==> src/rv_consts.svh <==
`ifndef RV_CONSTS_SVH
`define RV_CONSTS_SVH

// Datapath and memory sizing.
`define XLEN        64
`define IMEM_WORDS  256
`define DMEM_WORDS  256
`define PC_INIT     64'h0000_0000_0000_0000
`define INST_LEN    4

// Major opcodes, bits [6:0] of the instruction.
`define OP_LUI      7'b0110111
`define OP_AUIPC    7'b0010111
`define OP_JAL      7'b1101111
`define OP_JALR     7'b1100111
`define OP_BRANCH   7'b1100011
`define OP_LOAD     7'b0000011
`define OP_STORE    7'b0100011
`define OP_IMM      7'b0010011
`define OP_IMM32    7'b0011011
`define OP          7'b0110011
`define OP_32       7'b0111011
`define OP_SYSTEM   7'b1110011

`define INST_EBREAK 32'h0010_0073  // The only SYSTEM encoding the core acts on.

`endif

==> src/rv_pkg.sv <==
`default_nettype none

`include "rv_consts.svh"

package rv_pkg;

  typedef logic [`XLEN-1:0] xword_t;
  typedef logic [31:0] inst_word_t;

  typedef enum logic [4:0] {
    ALU_ADD, ALU_SUB, ALU_SLL, ALU_SLT, ALU_SLTU, ALU_XOR,
    ALU_SRL, ALU_SRA, ALU_OR, ALU_AND, ALU_PASS_B
  } alu_op_e;

  typedef enum logic [1:0] {A_RS1, A_PC, A_ZERO} a_sel_e;
  typedef enum logic [0:0] {B_RS2, B_IMM} b_sel_e;
  typedef enum logic [1:0] {WB_ALU, WB_MEM, WB_PC4} wb_sel_e;

  // Order follows funct3 of the load and store encodings.
  typedef enum logic [2:0] {MW_B, MW_H, MW_W, MW_D, MW_BU, MW_HU, MW_WU} mem_width_e;

  typedef enum logic [2:0] {
    BR_NONE, BR_JUMP, BR_EQ, BR_NE, BR_LT, BR_GE, BR_LTU, BR_GEU
  } branch_e;

  typedef struct packed {
    alu_op_e    alu_op;
    a_sel_e     a_sel;
    b_sel_e     b_sel;
    wb_sel_e    wb_sel;
    logic       reg_wen;
    logic       mem_wen;
    logic       mem_ren;
    mem_width_e mem_width;
    branch_e    branch;
    logic       word_op;   // RV64 W variant.
    logic       ebreak;
  } ctrl_t;

  typedef struct packed {
    logic             valid;
    logic [63:0]      pc;
    logic [31:0]      inst;
    logic [4:0]       rd;
    logic             rd_wen;
    logic [63:0]      rd_data;
    logic [63:0]      next_pc;
    logic             halt;
  } commit_t;

endpackage

`default_nettype wire

==> src/rv_decode.sv <==
`default_nettype none

`include "rv_consts.svh"

module rv_decode import rv_pkg::*; (
  input  logic [31:0] inst,
  output ctrl_t       ctrl,
  output logic [63:0] imm
);

  logic [6:0] opcode;
  logic [2:0] funct3;
  logic [6:0] funct7;
  logic       alt;
  logic       legal;
  ctrl_t      c;

  assign opcode = inst[6:0];
  assign funct3 = inst[14:12];
  assign funct7 = inst[31:25];
  assign alt    = inst[30];

  // Shared funct3 mapping of OP, OP-IMM and their W forms.
  function automatic alu_op_e alu_from_f3(input logic [2:0] f3, input logic sub_sra);
    case (f3)
      3'b000:  return sub_sra ? ALU_SUB : ALU_ADD;
      3'b001:  return ALU_SLL;
      3'b010:  return ALU_SLT;
      3'b011:  return ALU_SLTU;
      3'b100:  return ALU_XOR;
      3'b101:  return sub_sra ? ALU_SRA : ALU_SRL;
      3'b110:  return ALU_OR;
      default: return ALU_AND;
    endcase
  endfunction

  always_comb begin
    c     = '0;
    legal = 1'b1;
    imm   = {{52{inst[31]}}, inst[31:20]};  // I-type unless the format says otherwise.
    case (opcode)
      `OP_LUI, `OP_AUIPC: begin
        imm       = {{32{inst[31]}}, inst[31:12], 12'b0};
        c.reg_wen = 1'b1;
        c.b_sel   = B_IMM;
        c.a_sel   = (opcode == `OP_LUI) ? A_ZERO : A_PC;
        c.alu_op  = (opcode == `OP_LUI) ? ALU_PASS_B : ALU_ADD;
      end
      `OP_JAL, `OP_JALR: begin
        if (opcode == `OP_JAL) begin
          imm = {{43{inst[31]}}, inst[31], inst[19:12], inst[20], inst[30:21], 1'b0};
        end
        legal     = (opcode == `OP_JAL) || (funct3 == 3'b000);
        c.reg_wen = 1'b1;
        c.wb_sel  = WB_PC4;
        c.a_sel   = (opcode == `OP_JAL) ? A_PC : A_RS1;
        c.b_sel   = B_IMM;
        c.branch  = BR_JUMP;
      end
      `OP_BRANCH: begin
        imm     = {{51{inst[31]}}, inst[31], inst[7], inst[30:25], inst[11:8], 1'b0};
        c.a_sel = A_PC;
        c.b_sel = B_IMM;
        case (funct3)
          3'b000:  c.branch = BR_EQ;
          3'b001:  c.branch = BR_NE;
          3'b100:  c.branch = BR_LT;
          3'b101:  c.branch = BR_GE;
          3'b110:  c.branch = BR_LTU;
          3'b111:  c.branch = BR_GEU;
          default: legal = 1'b0;
        endcase
      end
      `OP_LOAD: begin
        legal       = (funct3 != 3'b111);
        c.reg_wen   = 1'b1;
        c.mem_ren   = 1'b1;
        c.wb_sel    = WB_MEM;
        c.b_sel     = B_IMM;
        c.mem_width = mem_width_e'(funct3);
      end
      `OP_STORE: begin
        imm         = {{52{inst[31]}}, inst[31:25], inst[11:7]};
        legal       = !funct3[2];
        c.mem_wen   = 1'b1;
        c.b_sel     = B_IMM;
        c.mem_width = mem_width_e'(funct3);
      end
      `OP_IMM, `OP_IMM32: begin
        c.word_op = (opcode == `OP_IMM32);
        c.reg_wen = 1'b1;
        c.b_sel   = B_IMM;
        c.alu_op  = alu_from_f3(funct3, (funct3 == 3'b101) && alt);
        if (funct3 == 3'b001) begin
          legal = c.word_op ? (funct7 == 7'b0) : (inst[31:26] == 6'b0);
        end else if (funct3 == 3'b101) begin
          legal = c.word_op ? (funct7 == 7'b0 || funct7 == 7'b0100000) :
                              (inst[31:26] == 6'b0 || inst[31:26] == 6'b010000);
        end else begin
          legal = !c.word_op || (funct3 == 3'b000);
        end
      end
      `OP, `OP_32: begin
        c.word_op = (opcode == `OP_32);
        c.reg_wen = 1'b1;
        c.alu_op  = alu_from_f3(funct3, alt);
        legal     = (funct7 == 7'b0) ||
                    (funct7 == 7'b0100000 && (funct3 == 3'b000 || funct3 == 3'b101));
        if (c.word_op && !(funct3 == 3'b000 || funct3 == 3'b001 || funct3 == 3'b101)) begin
          legal = 1'b0;
        end
      end
      `OP_SYSTEM: begin
        c.ebreak = (inst == `INST_EBREAK);  // ECALL and the rest fall through as no-ops.
      end
      default: legal = 1'b0;
    endcase
    ctrl = legal ? c : '0;
  end

endmodule

`default_nettype wire

==> config.mk <==
export PLATFORM = sky130hd
export DESIGN_NAME = rv_decode
export DESIGN_NICKNAME = d
export VERILOG_FILES = /design/src/rv_pkg.sv /design/src/rv_decode.sv
export VERILOG_INCLUDE_DIRS = /design/src
export SDC_FILE = /design/constraint.sdc
export NUM_CORES = 1
export LEC_CHECK = 0
export ABC_AREA = 1
export BUFFER_PORTS_ARGS = -buffer_cell sky130_fd_sc_hd__buf_2
export CORE_ASPECT_RATIO = 1.4
export CORE_UTILIZATION = 40
export DETAILED_ROUTE_END_ITERATION = 10
export PLACE_DENSITY = 0.9
export SYNTH_ARGS = -nofsm -noshare
export SYNTH_HDL_FRONTEND = slang
export SYNTH_SLANG_ARGS = --single-unit
==> constraint.sdc <==
create_clock -name vclk -period 3.3
set_clock_uncertainty 0.05 [all_clocks]
set_input_delay 0.33 -clock vclk [all_inputs]
set_output_delay 0.33 -clock vclk [all_outputs]
set_load 0.05 [all_outputs]
==> results.toml <==
[timing]
finalHoldViolCount = 0
setup_viol = 0
fin_setup_tns_ps = 0
whs_ps = 1020
drv_slew = 0
worst_pin_slew_ps = 730
relSlewSlack_pct = 51.3
fmaxAchievable_ghz = 0.386
rsz0062_at_grt = "no"
fin_crit_sh_pct = 78.4
period_needed_ps = 2590

[cts]
holdBufCountCts = 0
cts_resized = 0
post_cts_buffers = 0

[global_routing]
antenna_found_initial = 0
grt_max_degree = 38
grt_use_total_pct = 23.7
grt_pass1_vias = 1526
overflow = 0
grt_first_pass_wirelength_microns = 6960

[outcome]
status = "finished clean"

[drt]
wl_per_cell_microns = 12.3
finalWirelength_microns = 4610
drc = 0
vias = 1870
detail-route-antenna-nets = 0
drt_iter0_drc = 70
viasPerCell = 4.97
dr.pass1.iters = 6

[cells_and_area]
seq_cell_count = 0
mostFrequentLayoutCell = "buf_2"
instances_no_fill = 376
register_area_sq_um = 0
layout-drive-gt1-share_pct = 44.6
design_area_sq_mm = 0.00173
num-clock-buffers = 0
syn2layout_area_growth_pct = 24.6
layout_common_cells = "buf_2, nand2_1, inv_1, nor2_1, o21ai_0"
fin_nets = 374
final.fill_count = 372
multiInputGateArea_sq_um = 965
insertedDiodeCount = 0

[worst_setup_path]
start_kind = "primary input"
required_ps = 2920
slowest_delay_ps = 570
crit_path_max_fanout = 13
path_cells = "buf_2 -> inv_1 -> nand2_1 -> nand2_1 -> nand2_1 -> nand2_1 -> nor2_1 -> nand3_1 -> nor2_2 -> a21oi_1 -> buf_2"
crit_buf_inv = 3
critPathKind = "primary input to output pin"
worst_path_most_repeated_cell = "nand2_1"
crit_family = "simple AND/OR/NAND/NOR gates"
cp.arrival_ps = 2210
critPathSlowestCell = "nor2_2"
end_kind = "output pin"

[die]
placementRows = 25
die-area_sq_mm = 0.00372
die-width_microns = 51.8
dieHeight_microns = 71.8
coreArea_sq_mm = 0.00335
pin_count = 117
start_util_pct = 41.6

[yosys]
yosysSeqAreaShare_pct = 0
netlist_instances = 259
synth_area_sq_mm = 0.00139
yosys_warnings = 0
synthDistinctLibCells = 30
syn_area_per_cell_sq_um = 5.37
synth_fp_nets = 295

[placement]
gp_congestion = 0.912
io_buffers = 116
dp.cells = 376
dpl_cell_area_sq_mm = 0.00173
post-dp-hpwl_microns = 3870

[worst_hold_path]
hold_path_class = "primary input to output pin"

[power_and_ir_drop]
irDropWorstVdd_mv = 0.155
p_leak_nw = 1.02
p_total_w = 0.000316
p_per_area_mw_per_mm2 = 182

[run]
maxCapViolCount = 0
==> cells by family (layout without fill, tap and decap cells) <==
kind of cell    Yosys count  count (layout)  synth area share [%]
compound gates           55              55                  24.5
simple gates            124             124                  41.0
fa+ha+maj                 4               4                  3.60
buf+inv                  75             152                  30.7
other cells               1               1                 0.270
==> tightest hold or removal path, delay by kind of cell <==
| family | cells | cell delay [ps] |
|---|---|---|
| buf+inv | 3 | 360 |
| simple gates | 1 | 50 |
==> Yosys cell counts (all sizes together) <==
cell | count | area (sq um)
a211oi | 1 | 7.51
a21oi | 23 | 164
a32oi | 1 | 8.76
buf | 38 | 288
clkbuf | 2 | 7.51
conb | 1 | 3.75
ha | 4 | 50.1
inv | 35 | 131
nand2 | 61 | 241
nand3 | 11 | 55.1
nand3b | 1 | 7.51
nand4 | 3 | 18.8
nor2 | 39 | 189
nor3 | 2 | 15.0
nor4 | 5 | 31.3
o2111ai | 1 | 8.76
o211ai | 1 | 7.51
o21ai | 28 | 144
or2 | 2 | 12.5
==> cell type report <==
class                           instances  share of cell area, %
Inverter                               35                   7.58
Timing Repair Buffer                  117                   33.9
Tap cell                               40                   2.89
Multi-Input combinational cell        184                   55.6
==> power breakdown <==
part           switching (W)  internal (W)
sequential                 0             0
combinational       0.000252     0.0000640
clock                      0             0
total               0.000252     0.0000640
==> through the flow <==
stage / utilization, % / setup slack [ps]
finish: 51.8 / 712
global route: 51.8 / 497
CTS: 51.8 / 728
detailed placement: 51.8 / 732
global placement: 51.8 / 806
floorplan: - / 570
==> path summary, 6_finish.rpt <==
path                 start  depth (start not counted)  endpoint  slack, ps
setup / recovery  inst[14]                         11  ctrl[19]        710
hold / removal    inst[26]                          4    imm[6]       1020
==> routing by layer <==
metal / up-vias / global-route usage, % / part of all wire (%)
met4: 0 / 2.10 / 0.95
li1: 955 / - / -
met2: 99 / 44.3 / 50
met1: 812 / 30.2 / 41
met5: - / 0 / 0
met3: 4 / 0.637 / 7.3
No activity file was read; power rests on OpenSTA's default activity.
